$ cat src/common/mmu_settings.svh
`ifndef MMU_SETTINGS_SVH
`define MMU_SETTINGS_SVH

// Address widths for Sv32
`define MMU_VALEN 32
`define MMU_PALEN 34

// 4 KiB page offset
`define MMU_PAGE_BITS 12

// PTE flag positions
`define MMU_PTE_V 0
`define MMU_PTE_R 1
`define MMU_PTE_W 2
`define MMU_PTE_X 3

// PPN field starts above the flags and RSW bits
`define MMU_PTE_PPN_LSB 10

// TLB depths
`define MMU_ITLB_ENTRIES 8
`define MMU_DTLB_ENTRIES 8

`endif
$ cat src/common/mmu_pkg.sv
package mmu_pkg;

    // Kind of access behind a translation request
    typedef enum logic [1:0] {
        ACC_FETCH = 2'd0,
        ACC_LOAD  = 2'd1,
        ACC_STORE = 2'd2
    } access_e;

    // Page-table walker states
    typedef enum logic [2:0] {
        PTW_IDLE    = 3'd0,
        PTW_L1_REQ  = 3'd1,
        PTW_L1_WAIT = 3'd2,
        PTW_L0_REQ  = 3'd3,
        PTW_L0_WAIT = 3'd4,
        PTW_FILL    = 3'd5,
        PTW_FAULT   = 3'd6
    } ptw_state_e;

    // Virtual page number, VPN[1] in the upper 10 bits
    typedef logic [19:0] vpn_t;

    // Physical page number of a 34-bit physical address
    typedef logic [21:0] ppn_t;

endpackage

$ cat src/logic/mmu.sv
`timescale 1ns/1ps
`include "mmu_settings.svh"

module mmu (
    input  logic                   clk,
    input  logic                   reset_i,

    // Fetch side
    input  logic                   if_req_i,
    input  logic [`MMU_VALEN-1:0]  if_vaddr_i,
    output logic                   if_hit_o,
    output logic [`MMU_PALEN-1:0]  if_paddr_o,
    output logic                   inst_page_fault_o,

    // Load/store side
    input  logic                   d_req_i,
    input  logic                   d_store_i,
    input  logic [`MMU_VALEN-1:0]  d_vaddr_i,
    output logic                   d_hit_o,
    output logic [`MMU_PALEN-1:0]  d_paddr_o,
    output logic                   ld_page_fault_o,
    output logic                   st_page_fault_o,
    output logic [`MMU_VALEN-1:0]  fault_vaddr_o,

    // CSR state
    input  mmu_pkg::ppn_t          satp_ppn_i,
    input  logic                   en_vaddr_i,
    input  logic                   en_ld_st_vaddr_i,
    input  logic                   mxr_i,
    input  logic                   tlb_flush_i,

    // Page-table memory port
    output logic                   mem_req_valid_o,
    input  logic                   mem_req_ready_i,
    output logic [`MMU_PALEN-1:0]  mem_req_addr_o,
    input  logic                   mem_rsp_valid_i,
    input  logic [31:0]            mem_rsp_data_i
);
    import mmu_pkg::*;

    access_e d_acc;

    logic    itlb_hit;
    ppn_t    itlb_ppn;
    logic    itlb_super;
    logic    dtlb_hit;
    ppn_t    dtlb_ppn;
    logic    dtlb_super;

    logic    i_miss;
    logic    d_miss;

    // Shared fill bus
    vpn_t    fill_vpn;
    ppn_t    fill_ppn;
    logic    fill_super;
    logic    fill_r;
    logic    fill_w;
    logic    fill_x;
    logic    itlb_fill;
    logic    dtlb_fill;

    assign d_acc = d_store_i ? ACC_STORE : ACC_LOAD;

    tlb #(
        .ENTRIES (`MMU_ITLB_ENTRIES)
    ) u_itlb (
        .clk            (clk),
        .reset_i        (reset_i),
        .lookup_valid_i (if_req_i),
        .lookup_vpn_i   (if_vaddr_i[`MMU_VALEN-1:`MMU_PAGE_BITS]),
        .lookup_acc_i   (ACC_FETCH),
        .mxr_i          (mxr_i),
        .flush_i        (tlb_flush_i),
        .fill_i         (itlb_fill),
        .fill_vpn_i     (fill_vpn),
        .fill_ppn_i     (fill_ppn),
        .fill_super_i   (fill_super),
        .fill_r_i       (fill_r),
        .fill_w_i       (fill_w),
        .fill_x_i       (fill_x),
        .lookup_hit_o   (itlb_hit),
        .lookup_ppn_o   (itlb_ppn),
        .lookup_super_o (itlb_super)
    );

    tlb #(
        .ENTRIES (`MMU_DTLB_ENTRIES)
    ) u_dtlb (
        .clk            (clk),
        .reset_i        (reset_i),
        .lookup_valid_i (d_req_i),
        .lookup_vpn_i   (d_vaddr_i[`MMU_VALEN-1:`MMU_PAGE_BITS]),
        .lookup_acc_i   (d_acc),
        .mxr_i          (mxr_i),
        .flush_i        (tlb_flush_i),
        .fill_i         (dtlb_fill),
        .fill_vpn_i     (fill_vpn),
        .fill_ppn_i     (fill_ppn),
        .fill_super_i   (fill_super),
        .fill_r_i       (fill_r),
        .fill_w_i       (fill_w),
        .fill_x_i       (fill_x),
        .lookup_hit_o   (dtlb_hit),
        .lookup_ppn_o   (dtlb_ppn),
        .lookup_super_o (dtlb_super)
    );

    xlate_mux u_ixlate (
        .en_i        (en_vaddr_i),
        .req_i       (if_req_i),
        .vaddr_i     (if_vaddr_i),
        .tlb_hit_i   (itlb_hit),
        .tlb_ppn_i   (itlb_ppn),
        .tlb_super_i (itlb_super),
        .hit_o       (if_hit_o),
        .paddr_o     (if_paddr_o),
        .miss_o      (i_miss)
    );

    xlate_mux u_dxlate (
        .en_i        (en_ld_st_vaddr_i),
        .req_i       (d_req_i),
        .vaddr_i     (d_vaddr_i),
        .tlb_hit_i   (dtlb_hit),
        .tlb_ppn_i   (dtlb_ppn),
        .tlb_super_i (dtlb_super),
        .hit_o       (d_hit_o),
        .paddr_o     (d_paddr_o),
        .miss_o      (d_miss)
    );

    ptw u_ptw (
        .clk               (clk),
        .reset_i           (reset_i),
        .satp_ppn_i        (satp_ppn_i),
        .mxr_i             (mxr_i),
        .i_miss_i          (i_miss),
        .i_vaddr_i         (if_vaddr_i),
        .d_miss_i          (d_miss),
        .d_store_i         (d_store_i),
        .d_vaddr_i         (d_vaddr_i),
        .mem_req_valid_o   (mem_req_valid_o),
        .mem_req_ready_i   (mem_req_ready_i),
        .mem_req_addr_o    (mem_req_addr_o),
        .mem_rsp_valid_i   (mem_rsp_valid_i),
        .mem_rsp_data_i    (mem_rsp_data_i),
        .fill_vpn_o        (fill_vpn),
        .fill_ppn_o        (fill_ppn),
        .fill_super_o      (fill_super),
        .fill_r_o          (fill_r),
        .fill_w_o          (fill_w),
        .fill_x_o          (fill_x),
        .itlb_fill_o       (itlb_fill),
        .dtlb_fill_o       (dtlb_fill),
        .inst_page_fault_o (inst_page_fault_o),
        .ld_page_fault_o   (ld_page_fault_o),
        .st_page_fault_o   (st_page_fault_o),
        .fault_vaddr_o     (fault_vaddr_o)
    );

endmodule

$ cat src/logic/xlate_mux.sv
`timescale 1ns/1ps
`include "mmu_settings.svh"

module xlate_mux (
    input  logic                   en_i,
    input  logic                   req_i,
    input  logic [`MMU_VALEN-1:0]  vaddr_i,

    input  logic                   tlb_hit_i,
    input  mmu_pkg::ppn_t          tlb_ppn_i,
    input  logic                   tlb_super_i,

    output logic                   hit_o,
    output logic [`MMU_PALEN-1:0]  paddr_o,
    output logic                   miss_o
);
    import mmu_pkg::*;

    always_comb begin
        // Bare mode passes the address straight through
        paddr_o = {2'b00, vaddr_i};
        hit_o   = req_i;

        if (en_i) begin
            paddr_o = {tlb_ppn_i, vaddr_i[`MMU_PAGE_BITS-1:0]};
            hit_o   = req_i & tlb_hit_i;

            // 4 MiB page keeps VPN[0] as part of the offset
            if (tlb_super_i) begin
                paddr_o[21:12] = vaddr_i[21:12];
            end
        end
    end

    // Walk request for this side
    assign miss_o = req_i & en_i & ~tlb_hit_i;

endmodule

$ cat src/ptw/ptw.sv
`timescale 1ns/1ps
`include "mmu_settings.svh"

module ptw (
    input  logic                   clk,
    input  logic                   reset_i,

    input  mmu_pkg::ppn_t          satp_ppn_i,
    input  logic                   mxr_i,

    input  logic                   i_miss_i,
    input  logic [`MMU_VALEN-1:0]  i_vaddr_i,
    input  logic                   d_miss_i,
    input  logic                   d_store_i,
    input  logic [`MMU_VALEN-1:0]  d_vaddr_i,

    output logic                   mem_req_valid_o,
    input  logic                   mem_req_ready_i,
    output logic [`MMU_PALEN-1:0]  mem_req_addr_o,
    input  logic                   mem_rsp_valid_i,
    input  logic [31:0]            mem_rsp_data_i,

    output mmu_pkg::vpn_t          fill_vpn_o,
    output mmu_pkg::ppn_t          fill_ppn_o,
    output logic                   fill_super_o,
    output logic                   fill_r_o,
    output logic                   fill_w_o,
    output logic                   fill_x_o,
    output logic                   itlb_fill_o,
    output logic                   dtlb_fill_o,

    output logic                   inst_page_fault_o,
    output logic                   ld_page_fault_o,
    output logic                   st_page_fault_o,
    output logic [`MMU_VALEN-1:0]  fault_vaddr_o
);
    import mmu_pkg::*;

    ptw_state_e            state_q;
    ptw_state_e            state_d;

    // Walk context, latched when a walk starts
    logic [`MMU_VALEN-1:0] vaddr_q;
    access_e               acc_q;
    ppn_t                  base_ppn_q;

    // Leaf captured for the fill
    ppn_t                  leaf_ppn_q;
    logic                  leaf_super_q;
    logic                  leaf_r_q;
    logic                  leaf_w_q;
    logic                  leaf_x_q;

    logic                  pte_v;
    logic                  pte_r;
    logic                  pte_w;
    logic                  pte_x;
    ppn_t                  pte_ppn;
    logic                  pte_leaf;
    logic                  pte_bad;
    logic                  pte_perm_ok;
    logic                  pte_misaligned;
    logic [9:0]            vpn_sel;

    // Decode of the returned PTE
    assign pte_v          = mem_rsp_data_i[`MMU_PTE_V];
    assign pte_r          = mem_rsp_data_i[`MMU_PTE_R];
    assign pte_w          = mem_rsp_data_i[`MMU_PTE_W];
    assign pte_x          = mem_rsp_data_i[`MMU_PTE_X];
    assign pte_ppn        = mem_rsp_data_i[31:`MMU_PTE_PPN_LSB];
    assign pte_leaf       = pte_r | pte_x;
    assign pte_bad        = !pte_v || (pte_w && !pte_r);
    assign pte_misaligned = (pte_ppn[9:0] != 10'd0);

    always_comb begin
        case (acc_q)
            ACC_FETCH: pte_perm_ok = pte_x;
            ACC_LOAD:  pte_perm_ok = pte_r | (mxr_i & pte_x);
            ACC_STORE: pte_perm_ok = pte_w;
            default:   pte_perm_ok = 1'b0;
        endcase
    end

    always_comb begin
        state_d = state_q;
        case (state_q)
            PTW_IDLE: begin
                if (d_miss_i || i_miss_i) begin
                    state_d = PTW_L1_REQ;
                end
            end
            PTW_L1_REQ: begin
                if (mem_req_ready_i) begin
                    state_d = PTW_L1_WAIT;
                end
            end
            PTW_L1_WAIT: begin
                if (mem_rsp_valid_i) begin
                    if (pte_bad) begin
                        state_d = PTW_FAULT;
                    end else if (!pte_leaf) begin
                        state_d = PTW_L0_REQ;
                    end else if (pte_misaligned || !pte_perm_ok) begin
                        state_d = PTW_FAULT;
                    end else begin
                        state_d = PTW_FILL;
                    end
                end
            end
            PTW_L0_REQ: begin
                if (mem_req_ready_i) begin
                    state_d = PTW_L0_WAIT;
                end
            end
            PTW_L0_WAIT: begin
                // A pointer at this level is a fault as well
                if (mem_rsp_valid_i) begin
                    if (pte_bad || !pte_leaf || !pte_perm_ok) begin
                        state_d = PTW_FAULT;
                    end else begin
                        state_d = PTW_FILL;
                    end
                end
            end
            default: state_d = PTW_IDLE;
        endcase
    end

    always_ff @(posedge clk) begin
        if (reset_i) begin
            state_q <= PTW_IDLE;
        end else begin
            state_q <= state_d;
        end
    end

    always_ff @(posedge clk) begin
        // Data side has priority over fetch
        if (state_q == PTW_IDLE) begin
            base_ppn_q <= satp_ppn_i;
            if (d_miss_i) begin
                vaddr_q <= d_vaddr_i;
                acc_q   <= d_store_i ? ACC_STORE : ACC_LOAD;
            end else if (i_miss_i) begin
                vaddr_q <= i_vaddr_i;
                acc_q   <= ACC_FETCH;
            end
        end

        if (mem_rsp_valid_i && (state_q == PTW_L1_WAIT || state_q == PTW_L0_WAIT)) begin
            base_ppn_q   <= pte_ppn;
            leaf_ppn_q   <= pte_ppn;
            leaf_super_q <= (state_q == PTW_L1_WAIT);
            leaf_r_q     <= pte_r;
            leaf_w_q     <= pte_w;
            leaf_x_q     <= pte_x;
        end
    end

    // PTE address is base PPN, VPN slice and 4-byte index
    assign vpn_sel         = (state_q == PTW_L0_REQ) ? vaddr_q[21:12] : vaddr_q[31:22];
    assign mem_req_addr_o  = {base_ppn_q, vpn_sel, 2'b00};
    assign mem_req_valid_o = (state_q == PTW_L1_REQ) || (state_q == PTW_L0_REQ);

    assign fill_vpn_o   = vaddr_q[`MMU_VALEN-1:`MMU_PAGE_BITS];
    assign fill_ppn_o   = leaf_ppn_q;
    assign fill_super_o = leaf_super_q;
    assign fill_r_o     = leaf_r_q;
    assign fill_w_o     = leaf_w_q;
    assign fill_x_o     = leaf_x_q;
    assign itlb_fill_o  = (state_q == PTW_FILL) && (acc_q == ACC_FETCH);
    assign dtlb_fill_o  = (state_q == PTW_FILL) && (acc_q != ACC_FETCH);

    assign inst_page_fault_o = (state_q == PTW_FAULT) && (acc_q == ACC_FETCH);
    assign ld_page_fault_o   = (state_q == PTW_FAULT) && (acc_q == ACC_LOAD);
    assign st_page_fault_o   = (state_q == PTW_FAULT) && (acc_q == ACC_STORE);
    assign fault_vaddr_o     = vaddr_q;

endmodule

$ cat src/tlb/tlb.sv
`timescale 1ns/1ps
`include "mmu_settings.svh"

module tlb #(
    parameter int ENTRIES = `MMU_ITLB_ENTRIES
) (
    input  logic               clk,
    input  logic               reset_i,

    input  logic               lookup_valid_i,
    input  mmu_pkg::vpn_t      lookup_vpn_i,
    input  mmu_pkg::access_e   lookup_acc_i,
    input  logic               mxr_i,
    input  logic               flush_i,

    input  logic               fill_i,
    input  mmu_pkg::vpn_t      fill_vpn_i,
    input  mmu_pkg::ppn_t      fill_ppn_i,
    input  logic               fill_super_i,
    input  logic               fill_r_i,
    input  logic               fill_w_i,
    input  logic               fill_x_i,

    output logic               lookup_hit_o,
    output mmu_pkg::ppn_t      lookup_ppn_o,
    output logic               lookup_super_o
);
    import mmu_pkg::*;

    localparam int IDX_W = (ENTRIES > 1) ? $clog2(ENTRIES) : 1;

    logic [ENTRIES-1:0] valid_q;
    vpn_t               vpn_q   [ENTRIES];
    ppn_t               ppn_q   [ENTRIES];
    logic [ENTRIES-1:0] super_q;
    logic [ENTRIES-1:0] r_q;
    logic [ENTRIES-1:0] w_q;
    logic [ENTRIES-1:0] x_q;

    logic [IDX_W-1:0]   victim_q;
    logic [ENTRIES-1:0] tag_match;
    logic [ENTRIES-1:0] perm_ok;

    // Tag compare and permission check per entry
    always_comb begin
        for (int i = 0; i < ENTRIES; i++) begin
            // Superpages only look at VPN[1]
            if (super_q[i]) begin
                tag_match[i] = valid_q[i] && (vpn_q[i][19:10] == lookup_vpn_i[19:10]);
            end else begin
                tag_match[i] = valid_q[i] && (vpn_q[i] == lookup_vpn_i);
            end

            case (lookup_acc_i)
                ACC_FETCH: perm_ok[i] = x_q[i];
                ACC_LOAD:  perm_ok[i] = r_q[i] | (mxr_i & x_q[i]);
                ACC_STORE: perm_ok[i] = w_q[i];
                default:   perm_ok[i] = 1'b0;
            endcase
        end
    end

    // Lowest matching entry wins
    always_comb begin
        lookup_hit_o   = 1'b0;
        lookup_ppn_o   = '0;
        lookup_super_o = 1'b0;
        for (int i = ENTRIES - 1; i >= 0; i--) begin
            if (lookup_valid_i && tag_match[i] && perm_ok[i]) begin
                lookup_hit_o   = 1'b1;
                lookup_ppn_o   = ppn_q[i];
                lookup_super_o = super_q[i];
            end
        end
    end

    // Valid bits and round-robin pointer
    always_ff @(posedge clk) begin
        if (reset_i) begin
            valid_q  <= '0;
            victim_q <= '0;
        end else if (flush_i) begin
            valid_q <= '0;
        end else if (fill_i) begin
            valid_q[victim_q] <= 1'b1;
            if (victim_q == IDX_W'(ENTRIES - 1)) begin
                victim_q <= '0;
            end else begin
                victim_q <= victim_q + 1'b1;
            end
        end
    end

    // Entry payload
    always_ff @(posedge clk) begin
        if (fill_i) begin
            vpn_q[victim_q]   <= fill_vpn_i;
            ppn_q[victim_q]   <= fill_ppn_i;
            super_q[victim_q] <= fill_super_i;
            r_q[victim_q]     <= fill_r_i;
            w_q[victim_q]     <= fill_w_i;
            x_q[victim_q]     <= fill_x_i;
        end
    end

endmodule

$ cat config.mk
export PLATFORM = sky130hd
export DESIGN_NAME = mmu
export DESIGN_NICKNAME = d
export VERILOG_FILES = /design/src/common/mmu_pkg.sv /design/src/logic/mmu.sv /design/src/logic/xlate_mux.sv /design/src/ptw/ptw.sv /design/src/tlb/tlb.sv
export VERILOG_INCLUDE_DIRS = /design/src /design/src/common
export SDC_FILE = /design/constraint.sdc
export NUM_CORES = 1
export LEC_CHECK = 0
export ABC_AREA = 1
export BUFFER_PORTS_ARGS = -buffer_cell sky130_fd_sc_hd__buf_2
export CORE_MARGIN = 2
export CORE_UTILIZATION = 50
export CTS_CLUSTER_SIZE = 28
export DETAILED_ROUTE_END_ITERATION = 16
export MAX_ROUTING_LAYER = met4
export PLACE_DENSITY = 0.71
export SLEW_MARGIN = 25
export SYNTH_ARGS = -nofsm -noshare
export SYNTH_HDL_FRONTEND = slang
export SYNTH_SLANG_ARGS = --single-unit
export TNS_END_PERCENT = 20
$ cat constraint.sdc
create_clock -name clk -period 11.3 [get_ports clk]
set_input_delay 2.26 -clock clk [delete_from_list [all_inputs] [get_ports clk]]
set_output_delay 2.26 -clock clk [all_outputs]
set_load 0.03 [all_outputs]
Word level (Yosys, flattened, before mapping):

Memory sizes are Yosys's and may differ from the RTL's.
Index checks and enable logic that the tools add are counted.

* add/subtract/negate cells: 2
* magnitude comparators: 4
* bitwise gates (word level): 30
* reductions and logical operators: 96
* mux-type cells: 113
* eq/ne operators: 49

Operator list (count)
* $mux W22: 18
* $eq A20 B20 Y1: 16
* $eq A10 B10 Y1: 16
* $logic_and A1 B1 Y1: 73
* $mux W34: 2
* $mux W32: 2
* $mux W1: 56
* $bwmux W8: 6
* $mux W10: 3
* $mux W3: 9
* $pmux W1 S3: 9
* $or A8 B8 Y8: 2
* $and A1 B1 Y1: 15
* $eq A3 B3 Y1 const B: 5
* $pmux W3 S5: 1
* $mux W2: 5
* $or A1 B1 Y1: 10
* $reduce_bool A10 Y1: 1
* $lt A3 B4 Y1 const B: 2
* $ne A2 B2 Y1 const B: 4
* $logic_or A1 B1 Y1: 7
* $add A3 B1 Y3 const B: 2
* $demux W1 S3: 2
* $eq A3 B2 Y1 const B: 2
* other kinds (13): 26

* word-level logic and storage cells: 317
* memories kept: 4
* output and inout port bits: 140
* flip-flop bits (word level): 155
* memory bits (writable): 672
* input bits: 129

Memory list
* u_dtlb.ppn_q: words 8, width 22, read ports 8, clocked after memory_dff 0, wr ports 1, RTL line tlb.sv:34 `ppn_t ppn_q [ENTRIES];`
* u_itlb.ppn_q: words 8, width 22, read ports 8, clocked after memory_dff 0, wr ports 1, RTL line tlb.sv:34
* u_dtlb.vpn_q: words 8, width 20, read ports 8, clocked after memory_dff 0, wr ports 1, RTL line tlb.sv:33 `vpn_t vpn_q [ENTRIES];`
* u_itlb.vpn_q: words 8, width 20, read ports 8, clocked after memory_dff 0, wr ports 1, RTL line tlb.sv:33

Longest topological paths before layout:

Gate-level depths: netlist of run 1.
An unclocked memory read counts as a cell.

* depth in word-level cells: 19
* gate-level depth with buffers: 23
* depth with buffers taken out: 21

Modules after synthesis:

From an unflattened synthesis of run 1, not the netlist that was laid out.

* cells, all modules: 3535
* area, all modules: 37536.0 um2

By module, submodules not included
* tlb: instances 2, seq. area each 11270.8 um2, area an instance 16423.3 um2, cells each 1479
* ptw: instances 1, seq. area each 2522.4 um2, area an instance 3843.7 um2, cells each 399
* xlate_mux: instances 2, seq. area each 0.0 um2, area an instance 419.2 um2, cells each 88
* mmu: instances 1, seq. area each 0.0 um2, area an instance 7.5 um2, cells each 2

Worst setup path before layout of run 1:

Ideal clock, no wire load.

* path type: input to output
* start point: input d_vaddr_i[27]
* end point: output d_paddr_o[33]
* arrival: 4251 ps
* path buffers: 2
* stages: 21
* path slack: 4789 ps
* path through: buf_4 > inv_2 > buf_6 > nand2_2 > nand2_1 > nor2_1 > nand2_1 > nor2_1 > nand2_1 > clkinv_2 > nand2_4 > inv_1 > nor2_8 > nand2_1 > nand3_1 > inv_1 > o21ai_1 > nand2_1 > nand2_1 > nand3_1 > a21oi_1

* longest elaborated chain between the ends: 14
* elaborated cells on any way between the ends: 65
* those cells by class: eq/ne (16); mux (17); reduce/logical (32)

RTL lines
* start, declared: RTL line mmu.sv:18 `` input logic [`MMU_VALEN-1:0] d_vaddr_i, ``
* $eq A20 B20 Y1 / $eq A10 B10 Y1 (equally long branches): RTL line tlb.sv:51, tlb.sv:49
* $logic_and A1 B1 Y1 (on tied branches): RTL line tlb.sv:51, tlb.sv:49
* $mux W1: RTL line tlb.sv:48 `if (super_q[i]) begin`
* $logic_and A1 B1 Y1 (2 in a row): RTL line tlb.sv:69 `if (lookup_valid_i && tag_match[i] && perm_ok[i]) begin`
* $mux W22 (7 in a row): RTL line tlb.sv:69
* $mux W22 (*): RTL line tlb.sv:69
* $mux W34 (*): RTL line xlate_mux.sv:24 `if (en_i) begin`
* end, declared: RTL line mmu.sv:20 `` output logic [`MMU_PALEN-1:0] d_paddr_o, ``

Every way passes the cells marked *; elsewhere a longest branch is shown, timed or not.

Worst setup path in the final report of run 1:

* start point: input d_vaddr_i[25]
* end point: output d_paddr_o[23]

The elaborated chain is that of the path after synthesis.

==> impl_metrics.tcl, run 1 <==
set metrics [dict create \
    run_status "complete, no violations" \
    route.detailed.drc 0 \
    sink_count_of_the_clock_tree 827 \
    async_sr_flop_fraction_pct 0 \
    synthSimpleGateAreaFrac_pct 20.58 \
    yosys.area_share.xor_xnor_pct 3.419 \
    crit_arrival_ns 5.88 \
    rows 100 \
    finalSetupViolCount 0 \
    timing.final.crit_share_pct 72.01 \
    dp_hpwl_mm 69.36 \
    p_leak_nw 16.36 \
    synthMostInstantiatedCell "sky130_fd_sc_hd__nand2_1" \
    first_global_vias 24690 \
    power.ir.vdd_worst_mv 0.1459 \
    floorplan.initialDensity_pct 50.40 \
    power_density_nw_per_um2 173.3 \
    worstReg2RegEnd "u_ptw.fault_vaddr_o[3]" \
    io-pin-count 269 \
    drt_iter0_markers 3026 \
    synth_top_family_by_area "simple AND/OR/NAND/NOR gates" \
    antenna_left 0 \
    clock-root-buffer "sky130_fd_sc_hd__clkbuf_16" \
    avgSynthCellArea_sq_um 10.70 \
    grt_setup_unrepaired "false" \
    reg2reg_slack_ns 7.68 \
    post_synthesis_sequential_area_ratio_pct 65.74 \
    worst_slew_margin_relative_to_its_limit_pct 29.41 \
    tritoncts.num_buffers 84 \
    hold_path.startpoint "u_dtlb.valid_q[6]" \
    fin_worst_skew_ns 0.02490 \
    synth.distinct_cells 64 \
    clkTransAtPathRegs_ns 0.06 \
    floorplan.core_area_sq_um 74200 \
    cts_hold_repair.buffers 0 \
    timing.critical_path.slowest_stage_cell "sky130_fd_sc_hd__a21oi_4" \
    clk-insertion-delay-late_ns 0.63 \
    timing.hold.worst.class "flop to flop" \
    track_usage_pct 27.82 \
    synth_adder_area_share_pct 0.1338 \
    synth.ff_latch_count 827 \
    synthesis.instances 3495 \
    instance_area_after_placement_sq_um 39370 \
    yosysTopAreaCell "sky130_fd_sc_hd__edfxtp_1" \
    cts_tree "done" \
    cell_by_cell_listing_of_the_critical_path "buf_2, inv_2, nor2_1, nor2_1, nand2_1, nor3_1, nand3_1, a21oi_4, inv_2, o211ai_1, a21oi_1, o21ai_0, nand2_1, buf_2" \
    cts.htree.levels 3 \
    vias_per_cell 5.567 \
    area_delta_synth_final_pct 12.17 \
    worstHoldPathCells 2 \
    timing_hold_violations_final 0 \
    wirelength_per_cell_microns 22.18 \
    antenna_violations_before_repair 2 \
    post_synth_main_area_contributors "sky130_fd_sc_hd__edfxtp_1 (64%), sky130_fd_sc_hd__nand2_1 (9.2%), sky130_fd_sc_hd__nor2_1 (4.6%)" \
    synth-edff-count 802 \
    fin_nets 3875 \
    ys_dominant_reg_cell "sky130_fd_sc_hd__edfxtp_1" \
    fp.dieArea_sq_um 77000 \
    syn_warnings 0 \
    grt_first_pass_wirelength_mm 154.0 \
    critPathKind "primary input to output pin" \
    post-cts-setup-buffers 0 \
    route.vias.total 26590 \
    min_period_ns 8.137 \
    rr_startpoint "u_itlb.vpn_q[5][1]" \
    post_cts_resize_count 0 \
    grt-ovfl-total 0 \
    port_buffers 260 \
    synth.top_cell.area_share_pct 64.40 \
    max-cap-violations 0 \
    drt_wl_total_mm 106.0 \
    capture_endpoint_of_the_worst_hold_path "u_dtlb.valid_q[6]" \
    rd_place_congestion 0.9301 \
    die_height_microns 277.5 \
    final-max-slew-violation-count 0 \
    reg2reg_depth 11 \
    post_route_cells_drive_above_1_share_pct 15.34 \
    mappedNetlistArea_sq_um 37400 \
    synth.mux.area_fraction_pct 0.3613 \
    commonest_cells_in_the_netlist "sky130_fd_sc_hd__nand2_1 (920), sky130_fd_sc_hd__edfxtp_1 (802), sky130_fd_sc_hd__nor2_1 (454)" \
    timing.fmax_ghz 0.1229 \
    final_area_sq_um 41950 \
    crit_start "d_vaddr_i[25]" \
    timing.critical_path.fanout_max 23 \
    synth-compound-area-share_pct 4.306 \
    largest_net_degree_at_the_start_of_global_routing 53 \
    worst_case_clock_buffer_depth 3 \
    worst_path_largest_cell_delay_ns 0.69 \
    drt_pass_1_iters 8 \
    setup.worst_path.end_class "output pin" \
    timing.setup.tns_ns 0 \
    startpoint_type_of_the_worst_setup_path "primary input" \
    worstMarginPinSlew_ns 1.059 \
    die_w_microns 277.5 \
    required_ns 9.04 \
]
-- worst max-delay path by stage --
stage / endpoint / slack (ns) / cells past startpoint
after floorplan: d_paddr_o[33] / 4.79 / 21
after global placement: if_paddr_o[18] / 3.21 / 14
after detailed placement: if_paddr_o[18] / 3.13 / 14
after CTS: if_paddr_o[18] / 3.11 / 14
after global routing: d_paddr_o[23] / 2.78 / 13
final: d_paddr_o[23] / 3.16 / 14
-- logic make-up after synthesis --
logic type / after synthesis
simple gates: 1799
xor+xnor: 146
other cells: 1
compound gates: 291
mux: 12
buf+inv: 415
fa+ha+maj: 4
flops: 827
-- power breakdown --
| group | switching, mW | leakage (nW) | internal [mW] |
|---|---|---|---|
| logic | 0.653 | 7.66 | 0.186 |
| registers | 0.156 | 7.45 | 3.62 |
| clock network | 1.15 | 1.25 | 1.50 |
-- cell type report --
class	instances	area, sq um
diodes	2	5.005
clock buffers	109	2258
multi-input cells	2254	10930
inverters	273	1035
fillers	6158	32250
flip-flops and latches	827	24580
clock inverters	41	304.0
well taps	969	1212
repair buffers	302	1617
-- critical path, delay by kind of cell --
kind	cells	cell delay (ns)
AO/OA/AOI/OAI	4	1.65
buffers and inverters	4	1.13
AND/OR/NAND/NOR	6	0.80
-- cell usage in the layout (no fill, tap or decap), drive strengths merged, types with 5 or more instances in the layout --
cell | Yosys | layout
edfxtp | 802 | 802
nor2 | 468 | 468
nand3 | 183 | 183
o211ai | 6 | 6
clkinv | 5 | 39
dfxtp | 25 | 25
inv | 268 | 269
xor2 | 53 | 53
buf | 121 | 302
a21oi | 94 | 94
nor3 | 29 | 29
nor4 | 12 | 12
nand4 | 59 | 59
nor3b | 10 | 10
o2111ai | 5 | 5
o21ai | 152 | 152
mux2 | 12 | 12
or2 | 82 | 82
o22ai | 16 | 16
clkbuf | 21 | 109
nand2 | 944 | 944
xnor2 | 93 | 93
-- per-layer routing --
| layer | up-vias | track usage (%) | part of all wire [%] |
|---|---|---|---|
| met2 | 1367 | 43.98 | 47 |
| met5 | - | - | 0 |
| met4 | 0 | 10.05 | 3.2 |
| met3 | 203 | 4.523 | 9.8 |
| met1 | 12790 | 36.52 | 40 |
| li1 | 12230 | - | - |
-- registers in the layout (all words and copies together), names as in the netlist, 2 cells and up --
register and flops:
u_itlb.ppn_q 176, u_ptw.base_ppn_q 22, u_dtlb.x_q 8, u_itlb.valid_q 8
u_dtlb.super_q 8, u_ptw.fault_vaddr_o 32, u_itlb.super_q 8, u_ptw.fill_ppn_o 22
u_itlb.vpn_q 160, u_dtlb.victim_q 3, u_itlb.victim_q 3, u_ptw.state_q 3
u_dtlb.valid_q 8, u_dtlb.r_q 8, u_dtlb.ppn_q 176, u_dtlb.w_q 8
u_itlb.x_q 8, u_ptw.acc_q 2, u_dtlb.vpn_q 160
-- through the flow --
step	instances	total power [mW]	utilization, %	hold slack (ns)	setup WS, ns
3_3_place_gp	4625	4.667	53.05	0.4490	3.212
3_5_place_dp	4625	4.677	53.06	0.4575	3.135
2_1_floorplan	3496	4.263	-	0.4399	4.789
6_report	4777	7.271	56.53	0.4752	3.163
4_1_cts	4775	7.278	56.51	0.4711	3.106
5_1_grt	4777	7.454	56.53	0.4909	2.783
(Power assumes the default switching activity.)
==> run 2, diff against run 1 <==
==> constraint.sdc (replaced) <==
create_clock -name clk -period 8.5 [get_ports clk]
set_input_delay 1.7 -clock clk [delete_from_list [all_inputs] [get_ports clk]]
set_output_delay 1.7 -clock clk [all_outputs]
set_load 0.03 [all_outputs]
==> run 2 against run 1 <==
Sequential share of layout area shrank 0.23 points. First-iteration DRC count is 1.4% lower. Cell count increased by 0.15%. Non-clock buffer count grew 6. Setup slack worse by 1.5 ns. Global-route usage hardly changed. Register-to-register slack worse by 2.7 ns. Combinational power is 32% higher. Final area is 0.39% higher. Hold slack worse by 0.0032 ns. Via count shrank 0.42%. Critical path type unchanged. Highest routed layer unchanged.
==> impl_metrics.tcl, run 2 (same netlist as run 1, synthesis figures left out) <==
set metrics [dict create \
    post_cts_resize_count 0 \
    vias_per_cell 5.536 \
    timing.setup.tns_ns 0 \
    reg2reg_depth 11 \
    route.detailed.drc 0 \
    reg.largest.list "u_dtlb.ppn_q: 176 flops, u_itlb.ppn_q: 176 flops" \
    grt_first_pass_wirelength_mm 154.4 \
    rows 100 \
    io-pin-count 269 \
    clock-root-buffer "sky130_fd_sc_hd__clkbuf_16" \
    post-route-worst-setup-slack_ns 1.635 \
    power.share.clock_pct 37.0 \
    critPathKind "primary input to output pin" \
    die_w_microns 277.5 \
    sw_pwr_mw 2.609 \
    instance_area_after_placement_sq_um 39410 \
    final_area_sq_um 42110 \
    num_antenna_cells 0 \
    mostFrequentLayoutCells "sky130_fd_sc_hd__nand2_1 (920), sky130_fd_sc_hd__edfxtp_1 (802), sky130_fd_sc_hd__nor2_1 (438)" \
    fin_nets 3883 \
    grt_setup_unrepaired "false" \
    cts.htree.levels 3 \
    grt-ovfl-total 0 \
    tritoncts.num_buffers 86 \
    timing_hold_violations_final 0 \
    dpl.cell_count 4631 \
    p_leak_nw 16.46 \
    drt_pass_1_iters 6 \
    wirelength_per_cell_microns 22.10 \
    power_switching_share_pct 26.75 \
    worst_slew_margin_relative_to_its_limit_pct 34.30 \
    floorplan.initialDensity_pct 50.40 \
    finalSetupViolCount 0 \
    antenna_violations_before_repair 0 \
    post-cts-setup-buffers 0 \
    port_buffers 260 \
    holdWs_ns 0.4720 \
    mostFrequentLayoutCell "sky130_fd_sc_hd__nand2_1" \
    floorplan.core_area_sq_um 74200 \
    track_usage_pct 27.85 \
    worstHoldPathCells 2 \
    drt_wl_total_mm 105.7 \
    timing.final.crit_share_pct 80.77 \
    first_global_vias 24710 \
    startpoint_type_of_the_worst_setup_path "primary input" \
    largest_net_degree_at_the_start_of_global_routing 53 \
    clkTransAtPathRegs_ns 0.06 \
    drt_iter0_markers 2985 \
    route.vias.total 26480 \
    power.ir.vdd_worst_mv 0.1789 \
    combinationalPowerShare_pct 11.4 \
    total_power_mw 9.752 \
    die_height_microns 277.5 \
    required_ns 6.80 \
    timing.critical_path.fanout_max 32 \
    sequentialPowerShare_pct 51.6 \
    timing.fmax_ghz 0.1457 \
    cts_hold_repair.buffers 0 \
    area_delta_synth_final_pct 12.60 \
    run_status "complete, no violations" \
    setup.worst_path.end_class "output pin" \
    min_period_ns 6.865 \
    cell_internal_pwr_mw 7.143 \
    final-max-slew-violation-count 0 \
    clk-insertion-delay-late_ns 0.65 \
    dp_hpwl_mm 69.52 \
    worstMarginPinSlew_ns 0.9856 \
    power_density_nw_per_um2 231.6 \
    crit_arrival_ns 5.17 \
    fin_worst_skew_ns 0.03501 \
    post-route-util_pct 56.75 \
    rd_place_congestion 0.9445 \
    pre_cts_ws_ns 1.694 \
    timing.hold.worst.class "flop to flop" \
    final_cells 4784 \
    max-cap-violations 0 \
    worst_case_clock_buffer_depth 3 \
    antenna_left 0 \
    sink_count_of_the_clock_tree 827 \
    post_route_cells_drive_above_1_share_pct 15.65 \
    cts_tree "done" \
    fp.dieArea_sq_um 77000 \
]
run 2: power by group through the flow:
stage                     registers [mW]  logic [mW]  clock network, mW
after global routing                5.05        1.18               3.81
after global placement              5.11        1.09                  0
after CTS                           5.03        1.11               3.64
after floorplan                     5.23       0.441                  0
after detailed placement            5.12        1.10                  0
final                               5.03        1.11               3.61
run 2: per-layer routing:
layer	part of all wire [%]	up-vias	GRT usage [%]
met2	47	1319	43.99
met5	0	-	-
met3	9.1	221	4.076
li1	-	12260	-
met1	41	12680	37.01
met4	3.2	0	9.852
run 2: final timing paths:
| kind | start | endpoint | slack, ns |
|---|---|---|---|
| setup / recovery | d_vaddr_i[25] | d_paddr_o[16] | 1.63 |
| hold / removal | u_itlb.valid_q[3] | u_itlb.valid_q[3] | 0.47 |
| setup reg to reg | u_itlb.vpn_q[2][7] | u_ptw.fault_vaddr_o[1] | 4.96 |
| hold reg to reg | u_itlb.valid_q[3] | u_itlb.valid_q[3] | 0.47 |
run 2: layout make-up:
class / count / area, sq um
repair buffers: 308 / 1662
flip-flops and latches: 827 / 24580
clock inverters: 36 / 272.8
well taps: 969 / 1212
clock buffers: 117 / 2415
multi-input cells: 2254 / 10930
fillers: 6072 / 32090
inverters: 273 / 1035
run 2: worst max-delay path, stage by stage:
cell and delay [ns]:
sky130_fd_sc_hd__buf_2 0.35, sky130_fd_sc_hd__inv_2 0.25, sky130_fd_sc_hd__nor2_1 0.20, sky130_fd_sc_hd__nor2_1 0.06, sky130_fd_sc_hd__nand2_1 0.05, sky130_fd_sc_hd__nor3_1 0.05, sky130_fd_sc_hd__nand3_1 0.24, sky130_fd_sc_hd__nor2_1 0.11
sky130_fd_sc_hd__nor2_2 0.13, sky130_fd_sc_hd__buf_4 0.37, sky130_fd_sc_hd__nand2_2 0.20, sky130_fd_sc_hd__inv_2 0.11, sky130_fd_sc_hd__nand2_1 0.06, sky130_fd_sc_hd__nand2_1 0.06, sky130_fd_sc_hd__nand2_1 0.33, sky130_fd_sc_hd__nand2_2 0.34
sky130_fd_sc_hd__nor2_1 0.06, sky130_fd_sc_hd__nor2_1 0.22, sky130_fd_sc_hd__buf_2 0.25
